--- config.mk ---
export PLATFORM = sky130hd
export DESIGN_NAME = init_sequencer_flat
export DESIGN_NICKNAME = d
export VERILOG_FILES = /design/src/source/bringup_bus_pkg.sv /design/src/source/bringup_memmap_pkg.sv /design/src/source/fabric_if.sv /design/src/source/init_sequencer.sv /design/src/flat_wrapper.sv
export VERILOG_INCLUDE_DIRS = /design/src /design/src/source
export SDC_FILE = /design/constraint.sdc
export NUM_CORES = 1
export LEC_CHECK = 0
export ABC_AREA = 1
export BUFFER_PORTS_ARGS = -buffer_cell sky130_fd_sc_hd__clkbuf_2
export CAP_MARGIN = 5
export CELL_PAD_IN_SITES_DETAIL_PLACEMENT = 0
export CELL_PAD_IN_SITES_GLOBAL_PLACEMENT = 1
export CORE_MARGIN = 4
export CORE_UTILIZATION = 30
export CTS_CLUSTER_DIAMETER = 50
export DETAILED_ROUTE_END_ITERATION = 6
export PLACE_DENSITY_LB_ADDON = 0.1
export SYNTH_ARGS = -nofsm -noshare
export SYNTH_HDL_FRONTEND = slang
export SYNTH_SLANG_ARGS = --single-unit
--- constraint.sdc ---
create_clock -name clk -period 1.9 [get_ports clk]
set_input_delay 0.285 -clock clk [delete_from_list [all_inputs] [get_ports clk]]
set_output_delay 0.285 -clock clk [all_outputs]
set_load 0.05 [all_outputs]
--- src/source/bringup_macros.svh ---
// Bring-up system parameters
// Widths, address map, memory sizes and ROM image

`ifndef BRINGUP_MACROS_SVH
`define BRINGUP_MACROS_SVH

// Bus widths of one word per transfer
`define BRINGUP_ADDR_W 16
`define BRINGUP_DATA_W 32

// Region decode on the top address nibble
`define BRINGUP_REGION_MASK 16'hF000
`define BRINGUP_ROM_BASE    16'hF000
`define BRINGUP_MMIO_BASE   16'hE000

// Memory sizes in words
`define BRINGUP_ROM_WORDS 16
`define BRINGUP_RAM_WORDS 256

// First four ROM words copied to RAM after reset
`define BRINGUP_ROM_WORD0 32'hC0DE_0001
`define BRINGUP_ROM_WORD1 32'h8BAD_F00D
`define BRINGUP_ROM_WORD2 32'h1234_5678
`define BRINGUP_ROM_WORD3 32'hFEED_FACE

// Constant read back from the ID register
`define BRINGUP_ID_VALUE 32'h4252_0001

// Words moved by the init sequencer
`define BRINGUP_COPY_WORDS 4

`endif

--- src/source/bringup_bus_pkg.sv ---
// Bring-up bus types

`include "bringup_macros.svh"

package bringup_bus_pkg;

  // One bus address and one data word
  typedef logic [`BRINGUP_ADDR_W-1:0] addr_t;
  typedef logic [`BRINGUP_DATA_W-1:0] data_t;

  // Master index used by the arbiter
  typedef logic [0:0] master_sel_t;

  localparam master_sel_t MASTER_SEQ  = 1'b0;
  localparam master_sel_t MASTER_HOST = 1'b1;

endpackage : bringup_bus_pkg

--- src/source/bringup_memmap_pkg.sv ---
// Bring-up memory map types

package bringup_memmap_pkg;

  // Slave selected by the region decode
  typedef enum logic [1:0] {
    SLAVE_ROM,
    SLAVE_RAM,
    SLAVE_MMIO
  } slave_sel_e;

  // MMIO registers indexed by byte offset over four
  typedef enum logic [1:0] {
    REG_SIGNATURE = 2'd0,
    REG_POWEROFF  = 2'd1,
    REG_SCRATCH   = 2'd2,
    REG_ID        = 2'd3
  } mmio_reg_e;

endpackage : bringup_memmap_pkg

--- src/source/fabric_if.sv ---
// Fabric request/response link

interface fabric_if;

  // Level request on the master side, one-cycle strobe on the slave side
  logic                   req;
  logic                   we;
  bringup_bus_pkg::addr_t addr;
  bringup_bus_pkg::data_t wdata;

  // Response with rdata valid only while done is high
  bringup_bus_pkg::data_t rdata;
  logic                   done;

  modport master (
    output req, we, addr, wdata,
    input  rdata, done
  );

  modport slave (
    input  req, we, addr, wdata,
    output rdata, done
  );

endinterface : fabric_if

--- src/source/init_sequencer.sv ---
// Post-reset init sequencer
// Copies the ROM head to RAM and posts its sum as signature

`include "bringup_macros.svh"

module init_sequencer (
  input  logic     clk,
  input  logic     rst_n,
  fabric_if.master bus,
  output logic     init_done
);

  localparam int CNT_W = $clog2(`BRINGUP_COPY_WORDS);

  typedef enum logic [1:0] {
    SEQ_READ,
    SEQ_WRITE,
    SEQ_SIGN,
    SEQ_DONE
  } seq_state_e;

  seq_state_e             state_q;
  logic                   req_q;
  logic [CNT_W-1:0]       cnt_q;
  bringup_bus_pkg::data_t sum_q;
  bringup_bus_pkg::data_t word_q;
  logic                   last_word;

  assign last_word = (cnt_q == CNT_W'(`BRINGUP_COPY_WORDS - 1));

  // Request fields follow the state and stay put until done
  always_comb begin
    bus.req   = req_q;
    bus.we    = 1'b0;
    bus.addr  = '0;
    bus.wdata = word_q;
    unique case (state_q)
      SEQ_READ: begin
        bus.addr = bringup_bus_pkg::addr_t'(`BRINGUP_ROM_BASE)
                 + bringup_bus_pkg::addr_t'({cnt_q, 2'b00});
      end
      SEQ_WRITE: begin
        bus.we   = 1'b1;
        bus.addr = bringup_bus_pkg::addr_t'({cnt_q, 2'b00});
      end
      SEQ_SIGN: begin
        bus.we    = 1'b1;
        bus.addr  = bringup_bus_pkg::addr_t'(`BRINGUP_MMIO_BASE)
                  + bringup_bus_pkg::addr_t'({bringup_memmap_pkg::REG_SIGNATURE, 2'b00});
        bus.wdata = sum_q;
      end
      default: begin
      end
    endcase
  end

  always_ff @(posedge clk or negedge rst_n) begin
    if (!rst_n) begin
      state_q   <= SEQ_READ;
      req_q     <= 1'b0;
      cnt_q     <= '0;
      sum_q     <= '0;
      init_done <= 1'b0;
    end else if (!req_q) begin
      // One idle cycle between transfers
      if (state_q != SEQ_DONE) req_q <= 1'b1;
    end else if (bus.done) begin
      req_q <= 1'b0;
      unique case (state_q)
        SEQ_READ: begin
          sum_q   <= sum_q + bus.rdata;
          state_q <= SEQ_WRITE;
        end
        SEQ_WRITE: begin
          cnt_q   <= cnt_q + 1'b1;
          state_q <= last_word ? SEQ_SIGN : SEQ_READ;
        end
        SEQ_SIGN: begin
          state_q   <= SEQ_DONE;
          init_done <= 1'b1;
        end
        default: begin
        end
      endcase
    end
  end

  // ROM word held for the following RAM write
  always_ff @(posedge clk) begin
    if (req_q && bus.done && (state_q == SEQ_READ)) word_q <= bus.rdata;
  end

endmodule : init_sequencer

--- src/flat_wrapper.sv ---
// flat-port wrapper written by rule: the top's interface ports become plain ports
module init_sequencer_flat 
  (clk, rst_n, init_done, bus_req, bus_we, bus_addr, bus_wdata, bus_rdata, bus_done);
  fabric_if bus_i ();
  input  logic clk;
  input  logic rst_n;
  output logic init_done;
  output wire logic [$bits(bus_i.req)-1:0] bus_req;
  output wire logic [$bits(bus_i.we)-1:0] bus_we;
  output wire logic [$bits(bus_i.addr)-1:0] bus_addr;
  output wire logic [$bits(bus_i.wdata)-1:0] bus_wdata;
  input wire logic [$bits(bus_i.rdata)-1:0] bus_rdata;
  input wire logic [$bits(bus_i.done)-1:0] bus_done;
  assign bus_req = bus_i.req;
  assign bus_we = bus_i.we;
  assign bus_addr = bus_i.addr;
  assign bus_wdata = bus_i.wdata;
  assign bus_i.rdata = bus_rdata;
  assign bus_i.done = bus_done;
  init_sequencer u_core (.clk(clk), .rst_n(rst_n), .bus(bus_i), .init_done(init_done));
endmodule
-- Word level (Yosys, flattened, before mapping)
Index checks and enable logic that the tools add are counted.
- bits in registers: 70
- bits in latches: 0
- bits in writable memories: 0
- ROM bits: 0
- input port bits: 35
- output and inout bits: 51
- memories: 0
- $add $sub $neg: 3
- multipliers: 0
- divide/modulo/power cells: 0
- order comparisons: 0
- equality and inequality tests: 4
- shift-type cells: 0
- multiplexer cells: 8
- bitwise gates (word level): 0
- reductions and logical operators: 9
- operator list (operator ; number):
    $pmux 16 s3 ; 1
    $add 32x32->32 ; 1
    $mux 32 ; 1
    $add 13x5->14 const A ; 1
    $reduce_and 3->1 ; 4
    $pmux 2 s3 ; 1
    $eq 2x2->1 const B ; 2
    $mux 1 ; 4
    $reduce_bool 3->1 ; 1
    $add 2x1->2 const B ; 1
    $eq 2x1->1 const B ; 1
    $logic_and 1x1->1 ; 2
    $logic_not 2->1 ; 1
    $mux 2 ; 1
    $ne 2x2->1 const B ; 1
    $reduce_or 2->1 ; 1

-- Depth between registers and ports, before layout
Gate-level depths: netlist of the first run.
- depth in word-level cells: 3
- gate-level depth with buffers: 13

-- Worst setup path after synthesis of the first run
No wires, ideal clock.
- kind: register -> output
- from: register u_core.state_q[1]
- to: output port bus_addr[14]
- arrival time: 2.416 ns
- slack: -0.801 ns
- cell stages (with the launch flop): 6
- path buffers: 1
- cell sequence: dfrtp_1 -> inv_1 -> ha_1 -> inv_1 -> a21oi_1 -> buf_4
- cells in the longest elaborated chain, start to end: 2
- elaborated cells between the ends (all ways): 4
- those cells by class: eq/ne: 2; mux: 1; reduce/logical: 1
- RTL lines (element ; RTL line ; RTL):
    start: declaration ; init_sequencer.sv:22 ; seq_state_e state_q;
    start signal: assignment ; init_sequencer.sv:76 ; state_q <= last_word ? SEQ_SIGN : SEQ_READ;
    $eq 2x2->1, or another cell as far along ; init_sequencer.sv:37 ; unique case (state_q)
    $pmux 16 s3 (*) ; init_sequencer.sv:37 ;
    end: declaration ; flat_wrapper.sv:10 ; output wire logic [$bits(bus_i.addr)-1:0] bus_addr;
Every way passes the cells marked *; elsewhere a longest branch is shown, timed or not.

-- Final worst setup path of the first run
- from: register u_core.state_q[0]
- to: output port bus_addr[14]
The elaborated chain is that of the path after synthesis.

==> results_dict.tcl, run 1 <==
set metrics [dict create \
    use_met1 0.2370 \
    grt_overflow 0 \
    ir_drop_mv 0.8802 \
    power_frac_clock 0.131 \
    drt_iter0_drc 252 \
    syn_area_um2 5373 \
    pwr_density_cell_nw_per_um2 1609 \
    tns_ns 0 \
    status "complete, no violations" \
    viasPerCell 4.474 \
    hold_class "input port to flop" \
    fp-row-count 48 \
    finalSetupViolations 0 \
    antenna_found_initial 0 \
    synth.distinct_cells 34 \
    final.min_clock_period_ns 1.894 \
    p_int_mw 6.369 \
    skew_ns 0.005861 \
    avgRoutedWirePerCell_um 14.92 \
    p_sw_mw 6.036 \
    grt_pass1_wl_um 26950 \
    multi_input_area_um2 3390 \
    grt_pass1_vias 5064 \
    crit_path_end "bus_addr[14]" \
    clock-sinks 70 \
    met2_usage 0.2748 \
    syn_to_final_growth_pct 43.48 \
    globalRouteTotalUtil 0.1714 \
    reg2reg_depth 11 \
    regArea_um2 1913 \
    seqPwrFrac 0.197 \
    dieArea_um2 20110 \
    cts.clk_slew.worst_paths_ns 0.06 \
    vias 5154 \
    fillers 1811 \
    slew_viol_final 0 \
    grt_setup_unrepaired "true" \
    io_buffers 75 \
    cts-root-buf "clkbuf_16" \
    criticalPathCategory "flop to output pin" \
    tritoncts "built" \
    startpoint "u_core.state_q[0]" \
    period_share 0.9968 \
    finalWorstSetupSlack_ns 0.006086 \
    cp-end-kind "output pin" \
    ios 86 \
    min-delay-start "bus_rdata[9]" \
    ys_ff_latch 70 \
    cts_max_level 3 \
    timing.rr.end "u_core.sum_q[30]" \
    sw_frac_of_total 0.4866 \
    routed_wl_um 17190 \
    worst_ep_arrival_time_ns 1.61 \
    finalHoldViolations 0 \
    p_leak_nw 3.949 \
    pre_cts_slack_ns -0.1868 \
    fmax_mhz 528.0 \
    total_power_mw 12.40 \
    core_area_um2 17420 \
    rrSetupSlack_ns 0.05 \
    critPathMaxFanout 5 \
    syn_area_per_cell_um2 6.784 \
    place.gp.congestion 0.8320 \
    firstDrtPassIters 4 \
    die_w_um 141.8 \
    use_met3 0.02494 \
    required_ns 1.62 \
    drv_cap 0 \
    ant_nets 0 \
    grt_max_degree 39 \
    antenna_cells 0 \
    yosysWarnings 0 \
    nets 996 \
    crit-reg2reg-launch "u_core.sum_q[0]" \
    synthCells 792 \
    hpwl_um 12340 \
    tritoncts.num_buffers 9 \
    grt-busiest-layer "met2" \
    drive_above_1_share 0.3161 \
    cts_max_path_buffers 2 \
    power.share.combinational 0.673 \
    clock_latency_ns 0.34 \
    initial_utilization 0.3085 \
    start_kind "flop" \
    yosysSeqAreaShare 0.3558 \
    fp.dieH_um 141.8 \
    route.detailed.drc 0 \
]
-- cell type report --
cell class                 instances  area share
sequential                        70      0.2482
multi-input combinational        585      0.4397
timing repair buffer             135      0.1808
clock buffer                      12     0.03198
tap                              225     0.03652
inverter                         121     0.05989
clock inverter                     4    0.002922
-- timing repair --
item,CTS,global route
setup buffers,4,4
hold endpoints to repair,38,0
endpoints found under the setup margin,46,57
gates resized for setup,93,142
cloned,4,1
hold buffers,1,0
pin swaps,2,10
-- how the worst min path moves through the flow --
stage	endpoint	slack [ns]	cells past startpoint
floorplan	u_core.bus.req	-0.01	0
global placement	u_core.sum_q[6]	0.29	2
detailed placement	u_core.sum_q[5]	0.29	2
CTS	u_core.word_q[4]	0.12	1
global route	u_core.word_q[28]	0.13	1
finish	u_core.word_q[9]	0.14	1
-- power by group through the flow --
stage	clock network [mW]	logic, mW	registers, mW
finish	1.62	8.34	2.44
global route	1.74	9.15	2.49
CTS	1.68	7.64	2.37
detailed placement	0	7.05	2.39
floorplan	0	4.73	2.41
global placement	0	7.01	2.38
-- stage by stage --
step,hold slack (ns),instance area [um^2],util,std cells
after floorplan,-0.01059,5418,-,801
after global placement,0.2948,6421,0.3687,1123
after detailed placement,0.2946,6421,0.3687,1123
after CTS,0.1195,7206,0.4137,1148
after global routing,0.1301,7709,0.4426,1152
final,0.1379,7709,0.4426,1152
-- state kept, by name, indices dropped and copies added (netlist names) --
signal            cells
u_core.sum_q         32
u_core.word_q        32
u_core.cnt_q          2
u_core.bus.req        1
u_core.state_q        2
u_core.init_done      1
-- cell usage after synthesis, drive strengths merged --
library cell / instances / area share
nor2: 51 / 0.040
and2: 3 / 0.0037
o21ai: 22 / 0.021
o21bai: 4 / 0.0056
a21oi: 26 / 0.024
fa: 1 / 0.0037
xnor2: 14 / 0.023
xor2: 2 / 0.0033
o22ai: 1 / 0.0012
inv: 121 / 0.085
edfxtp: 32 / 0.18
dfrtp: 38 / 0.18
ha: 38 / 0.088
nand3: 47 / 0.046
nand3b: 2 / 0.0028
or2: 1 / 0.0016
buf: 16 / 0.023
nand2: 358 / 0.26
nand4: 3 / 0.0035
conb: 1 / 0.00070
a21o: 1 / 0.0014
clkbuf: 9 / 0.0063
nor3: 1 / 0.00093
-- worst max-delay path, stage by stage (launching register included) --
cell and delay [ns]:
dfrtp_1 0.40, inv_2 0.08, ha_4 0.17, inv_8 0.06, buf_16 0.14, a21oi_4 0.24, buf_12 0.18
-- placed cells by master, fill, tap and decap left out, drive strengths merged, types with 3 or more instances in the layout --
cell	Yosys	final
nor2	51	51
clkinv	0	3
and2	3	3
nand2	358	358
o21ai	22	22
clkbuf	9	53
inv	121	121
dfrtp	38	38
buf	16	93
ha	38	38
nand4	3	3
o21bai	4	4
a21oi	26	26
conb	1	10
edfxtp	32	32
xnor2	14	14
nand3	47	47
-- cells by family (layout without fill, tap and decap cells) --
family          Yosys count  after routing  share of synthesized area
simple gates            466            466                     0.3575
buf+inv                 146            272                     0.1141
flops                    70             70                     0.3558
compound gates           54             54                    0.05356
fa+ha+maj                39             39                    0.09222
xor+xnor                 16             16                    0.02608
other cells               1             10                  0.0006980
-- per-layer routing --
| metal | part of all wire | vias to the layer above |
|---|---|---|
| met2 | 0.47 | 81 |
| met1 | 0.48 | 2371 |
| met4 | 0.015 | 0 |
| met3 | 0.043 | 16 |
| li1 | - | 2686 |
| met5 | 0 | - |
Note: power is estimated with default switching activity, not from simulation.
==> run 2: changes to the inputs <==
--- a/config.mk
+++ b/config.mk
@@ -9,13 +9,11 @@
 export ABC_AREA = 1
 export BUFFER_PORTS_ARGS = -buffer_cell sky130_fd_sc_hd__clkbuf_2
 export CAP_MARGIN = 5
-export CELL_PAD_IN_SITES_DETAIL_PLACEMENT = 0
-export CELL_PAD_IN_SITES_GLOBAL_PLACEMENT = 1
 export CORE_MARGIN = 4
 export CORE_UTILIZATION = 30
+export CTS_BUF_LIST = sky130_fd_sc_hd__clkbuf_4
 export CTS_CLUSTER_DIAMETER = 50
 export DETAILED_ROUTE_END_ITERATION = 6
-export PLACE_DENSITY_LB_ADDON = 0.1
 export SYNTH_ARGS = -nofsm -noshare
 export SYNTH_HDL_FRONTEND = slang
 export SYNTH_SLANG_ARGS = --single-unit
==> run 2 against run 1 <==
  * Non-clock buffer count rose by 39
  * Global-route usage fell by 0.51 points
  * Cell count rose by 3.5%
  * Flip-flop and latch count did not move
  * Largest cell class unchanged
  * Sequential power barely moved
  * Via count rose by 3.9%
  * Register-to-register slack got worse by 0.05 ns
  * Clock power fell by 48%
  * Highest routed layer unchanged
  * Die area did not move
  * Critical path depth rose by 1
  * The flow now finishes with violations (setup timing)
  * Worst setup slack got worse by 0.29 ns
  * Critical path type unchanged
  * First-iteration DRC count rose by 31%
==> results_dict.tcl, run 2 (synthesized netlist as in run 1, its figures left out) <==
set metrics [dict create \
    status "complete, but fails checks" \
    violations "setup timing" \
    antenna_found_initial 1 \
    p_int_mw 6.061 \
    grt_overflow 0 \
    worst-path-stages 7 \
    tritoncts "built" \
    cts.clk_slew.worst_paths_ns 0.12 \
    nets 1035 \
    fmax_mhz 458.8 \
    finalWorstSetupSlack_ns -0.2796 \
    grt_pass1_wl_um 26410 \
    route.detailed.drc 0 \
    instances_no_fill 1192 \
    hold_slack_ns 0.07620 \
    final.min_clock_period_ns 2.180 \
    tightest_slew_ns 0.5574 \
    sw_frac_of_total 0.4999 \
    pwr_density_cell_nw_per_um2 1499 \
    timing.rr.end "u_core.sum_q[8]" \
    hold_class "input port to flop" \
    top_regs "u_core.sum_q x32, u_core.word_q x32" \
    tritoncts.num_buffers 9 \
    required_ns 1.62 \
    cp-end-kind "output pin" \
    final_cell_mix "288 x nand2_1, 117 x inv_1, 62 x nand2_2" \
    grt_max_degree 53 \
    clock_latency_ns 0.48 \
    crit_path_cell_trace "inv_2 > ha_4 > buf_12 > inv_16 > buf_16 > a21oi_4 > buf_8" \
    final_common_cell "nand2_1" \
    syn_to_final_growth_pct 50.54 \
    reg2reg_depth 8 \
    slowest_delay_ns 0.41 \
    finalSetupViolations 36 \
    ir_drop_mv 1.045 \
    tns_ns -6.391 \
    crit-reg2reg-launch "u_core.sum_q[0]" \
    firstDrtPassIters 5 \
    die_w_um 141.8 \
    cts-root-buf "clkbuf_4" \
    ios 86 \
    seqPwrFrac 0.203 \
    power.share.combinational 0.728 \
    core_area_um2 17420 \
    crit_path_end "bus_addr[14]" \
    cts_max_path_buffers 2 \
    drt_iter0_drc 331 \
    initial_utilization 0.3085 \
    path_buf_inv 5 \
    cts_max_level 3 \
    ant_nets 0 \
    start_kind "flop" \
    hpwl_um 11430 \
    avgRoutedWirePerCell_um 14.17 \
    clock-sinks 70 \
    drive_above_1_share 0.3219 \
    slew_viol_final 0 \
    dieArea_um2 20110 \
    slowest_stage "dfrtp_1" \
    grt_setup_unrepaired "true" \
    skew_ns 0.01613 \
    min-delay-start "bus_rdata[1]" \
    vias 5357 \
    rrSetupSlack_ns 0 \
    critPathMaxFanout 6 \
    power_frac_clock 0.069 \
    io_buffers 75 \
    routed_wl_um 16890 \
    startpoint "u_core.state_q[0]" \
    grt_pass1_vias 5240 \
    finalHoldViolations 0 \
    place_inst 1137 \
    p_sw_mw 6.059 \
    p_leak_nw 4.082 \
    crit_family "buffers and inverters" \
    viasPerCell 4.494 \
    drv_cap 0 \
    place.gp.congestion 0.9022 \
    max-slew-margin-rel 0.6284 \
    globalRouteTotalUtil 0.1663 \
    worst_ep_arrival_time_ns 1.89 \
    fp-row-count 48 \
    fp.dieH_um 141.8 \
    period_share 1.147 \
    criticalPathCategory "flop to output pin" \
]
==> run 2: cell count changes in the layout (fill, tap and decap cells not counted), moves of 6 or more <==
cell / change
dlygate4sd3_1: +30
ha_1: -6
ha_4: +9
clkbuf_16: -8
clkbuf_4: +10
buf_4: +14
buf_12: -7
==> run 2: power by group through the flow <==
stage / sequential (mW) / clock [mW] / combinational (mW)
6_report: 2.46 / 0.840 / 8.82
5_1_grt: 2.51 / 0.954 / 9.65
4_1_cts: 2.35 / 0.895 / 7.74
3_5_place_dp: 2.38 / 0 / 6.97
3_3_place_gp: 2.36 / 0 / 6.92
2_1_floorplan: 2.41 / 0 / 4.73
==> run 2: worst min-delay path by stage <==
stage / end / slack [ns] / cells past startpoint
5_1_grt: u_core.word_q[10] / 0.05 / 1
4_1_cts: u_core.word_q[10] / 0.004 / 1
3_5_place_dp: u_core.cnt_q[1] / 0.41 / 2
2_1_floorplan: u_core.bus.req / -0.01 / 0
6_report: u_core.word_q[1] / 0.08 / 1
3_3_place_gp: u_core.sum_q[8] / 0.41 / 2
==> run 2: what timing repair did <==
action	4_1_cts	5_1_grt
setup endpoints to repair	47	70
buffers inserted	3	4
resized for setup	113	155
hold buffers	31	0
cloned	4	1
endpoints found under the hold margin	68	0
pin swaps	7	16
==> run 2: routing by layer <==
metal | GRT usage | routed length (um) | part of all wire
met5 | 0 | 0 | 0
met1 | 0.2298 | 8100 | 0.48
met2 | 0.2619 | 7681 | 0.45
met3 | 0.03134 | 767 | 0.045
met4 | 0.05556 | 344 | 0.020
==> run 2: metrics by stage <==
stage	power (mW)	utilization	instance area (um^2)	setup WS (ns)
CTS	10.99	0.4269	7436	-0.2577
global route	13.11	0.4644	8088	-0.3667
finish	12.12	0.4644	8088	-0.2796
floorplan	7.141	-	5418	-0.2825
global placement	9.274	0.3714	6469	-0.1344
detailed placement	9.347	0.3714	6469	-0.1336
==> run 2: final cells by class <==
| cell class | count | area [um^2] |
|---|---|---|
| diodes | 1 | 2.502 |
| inverters | 121 | 470.5 |
| well taps | 225 | 281.5 |
| clock buffers | 10 | 75.07 |
| repair buffers | 174 | 1747 |
| fillers | 1709 | 9329 |
| flip-flops and latches | 70 | 1913 |
| clock inverters | 6 | 28.78 |
| multi-input cells | 585 | 3570 |
==> run 3: changes to the inputs <==
--- a/config.mk
+++ b/config.mk
@@ -14,6 +14,7 @@
 export CTS_BUF_LIST = sky130_fd_sc_hd__clkbuf_4
 export CTS_CLUSTER_DIAMETER = 50
 export DETAILED_ROUTE_END_ITERATION = 6
+export RECOVER_POWER = 100
 export SYNTH_ARGS = -nofsm -noshare
 export SYNTH_HDL_FRONTEND = slang
 export SYNTH_SLANG_ARGS = --single-unit
==> run 3 against run 2 <==
  * The run still ends with setup timing left
  * Clock skew about the same
  * Flip-flop and latch count unchanged
  * Design area down 0.62%
  * Hold slack better by 0.019 ns
  * Combinational power about the same
  * Sequential share of layout area up 0.15 points
  * Register-to-register slack worse by 0.05 ns
  * Critical path depth unchanged
  * Largest cell class unchanged
  * Largest power group unchanged
  * Highest routed layer unchanged
==> results_dict.tcl, run 3 (synthesized netlist as in run 1, its figures left out) <==
set metrics [dict create \
    instances_no_fill 1192 \
    tritoncts.num_buffers 9 \
    vias 5337 \
    hold_class "input port to flop" \
    tightest_slew_ns 1.083 \
    clock_latency_ns 0.48 \
    cp-end-kind "output pin" \
    skew_ns 0.01566 \
    pwr_density_cell_nw_per_um2 1505 \
    final_cell_mix "288 x nand2_1, 117 x inv_1, 62 x nand2_2" \
    grt_max_degree 53 \
    tritoncts "built" \
    globalRouteTotalUtil 0.1663 \
    finalSetupViolations 74 \
    fillers 1725 \
    ant_nets 0 \
    multi_input_area_um2 3562 \
    wl_met3_um 695 \
    grt_setup_unrepaired "true" \
    worst_ep_arrival_time_ns 1.89 \
    fp.dieH_um 141.8 \
    route.met2.wl_um 7701 \
    fp-row-count 48 \
    grt_overflow 0 \
    slowest_stage "dfrtp_1" \
    finalHoldViolations 0 \
    drive_above_1_share 0.2878 \
    crit_path_cell_trace "inv_2 > ha_4 > buf_12 > inv_16 > buf_16 > a21oi_4 > buf_8" \
    ios 86 \
    grt_pass1_wl_um 26410 \
    route.detailed.drc 0 \
    grt_pass1_vias 5240 \
    dieArea_um2 20110 \
    ir_drop_mv 1.024 \
    status "complete, but fails checks" \
    initial_utilization 0.3085 \
    antenna_found_initial 1 \
    avgRoutedWirePerCell_um 14.15 \
    hpwl_um 11430 \
    firstDrtPassIters 5 \
    cts_max_path_buffers 2 \
    criticalPathCategory "flop to output pin" \
    place_inst 1137 \
    nets 1035 \
    place.gp.congestion 0.9022 \
    io_buffers 75 \
    met1_length_um 8110 \
    violations "setup timing" \
    start_kind "flop" \
    cts.clk_slew.worst_paths_ns 0.12 \
    p_leak_nw 3.987 \
    viasPerCell 4.477 \
    clock-sinks 70 \
    critPathMaxFanout 6 \
    finalWorstSetupSlack_ns -0.2762 \
    top_regs "u_core.sum_q x32, u_core.word_q x32" \
    cts_max_level 3 \
    period_share 1.145 \
    fmax_mhz 459.5 \
    maxUsedRoutingLayer "met4" \
    fin_util 0.4615 \
    drt_iter0_drc 294 \
    drv_cap 0 \
    slowest_delay_ns 0.41 \
    final_common_cell "nand2_1" \
    syn_to_final_growth_pct 49.60 \
    final.min_clock_period_ns 2.176 \
    slew_viol_final 0 \
    max-slew-margin-rel 0.2781 \
    cts-root-buf "clkbuf_4" \
    tns_ns -7.383 \
    die_w_um 141.8 \
    required_ns 1.62 \
    routed_wl_um 16870 \
    core_area_um2 17420 \
    regArea_um2 1913 \
]
[run 3: power breakdown]
part           internal [mW]  switching [mW]  total, mW
clock network          0.265           0.578      0.843
registers               2.08           0.375       2.46
logic                   3.70            5.10       8.80
[run 3: area by class of cell]
cell class / instances / area share
well taps: 225 / 0.03502
repair buffers: 174 / 0.2120
clock buffers: 10 / 0.009340
diodes: 1 / 0.0003113
inverters: 121 / 0.05853
multi-input cells: 585 / 0.4432
flip-flops and latches: 70 / 0.2380
clock inverters: 6 / 0.003580
[run 3: critical path, delay by kind of cell, from the launching register on]
| kind | cells | cell delay (ns) |
|---|---|---|
| AOI/OAI and AO/OA | 1 | 0.24 |
| buffers and inverters | 5 | 0.60 |
| DFF | 1 | 0.41 |
| adders and majority gates | 1 | 0.15 |
[run 3: timing repair]
action / in CTS / in global routing
cloned: 4 / 1
gates resized for setup: 113 / 155
hold buffers: 31 / 0
setup buffers: 3 / 4
endpoints found under the hold margin: 68 / 0
pin swaps: 7 / 16
setup endpoints to repair: 47 / 70
[run 3: routing by layer]
layer  track usage  up-vias
met5             0        -
met3       0.03134       22
met1        0.2298     2438
li1              -     2759
met4       0.05556        0
met2        0.2619      118
[run 3: path summary, 6_finish.rpt]
check | start | to | slack [ns] | depth (start not counted)
setup reg to reg | u_core.state_q[1] | u_core.sum_q[8] | -0.05 | 9
max in group asynchronous | rst_n | u_core.sum_q[1] | 0.57 | 3
hold / removal | bus_done | u_core.init_done | 0.1 | 3
min in group asynchronous | rst_n | u_core.sum_q[7] | 0.61 | 3
setup / recovery | u_core.state_q[0] | bus_addr[14] | -0.28 | 7
hold reg to reg | u_core.init_done | u_core.init_done | 0.49 | 1
[run 3: stage by stage]
| stage | power (mW) | area [um^2] | worst slack [ns] | hold WS [ns] |
|---|---|---|---|---|
| 3_5_place_dp | 9.347 | 6469 | -0.1336 | 0.4104 |
| 3_3_place_gp | 9.274 | 6469 | -0.1344 | 0.4066 |
| 5_1_grt | 13.09 | 8038 | -0.3667 | 0.06461 |
| 2_1_floorplan | 7.141 | 5418 | -0.2825 | -0.01059 |
| 6_report | 12.09 | 8038 | -0.2762 | 0.09541 |
| 4_1_cts | 10.99 | 7436 | -0.2577 | 0.003757 |
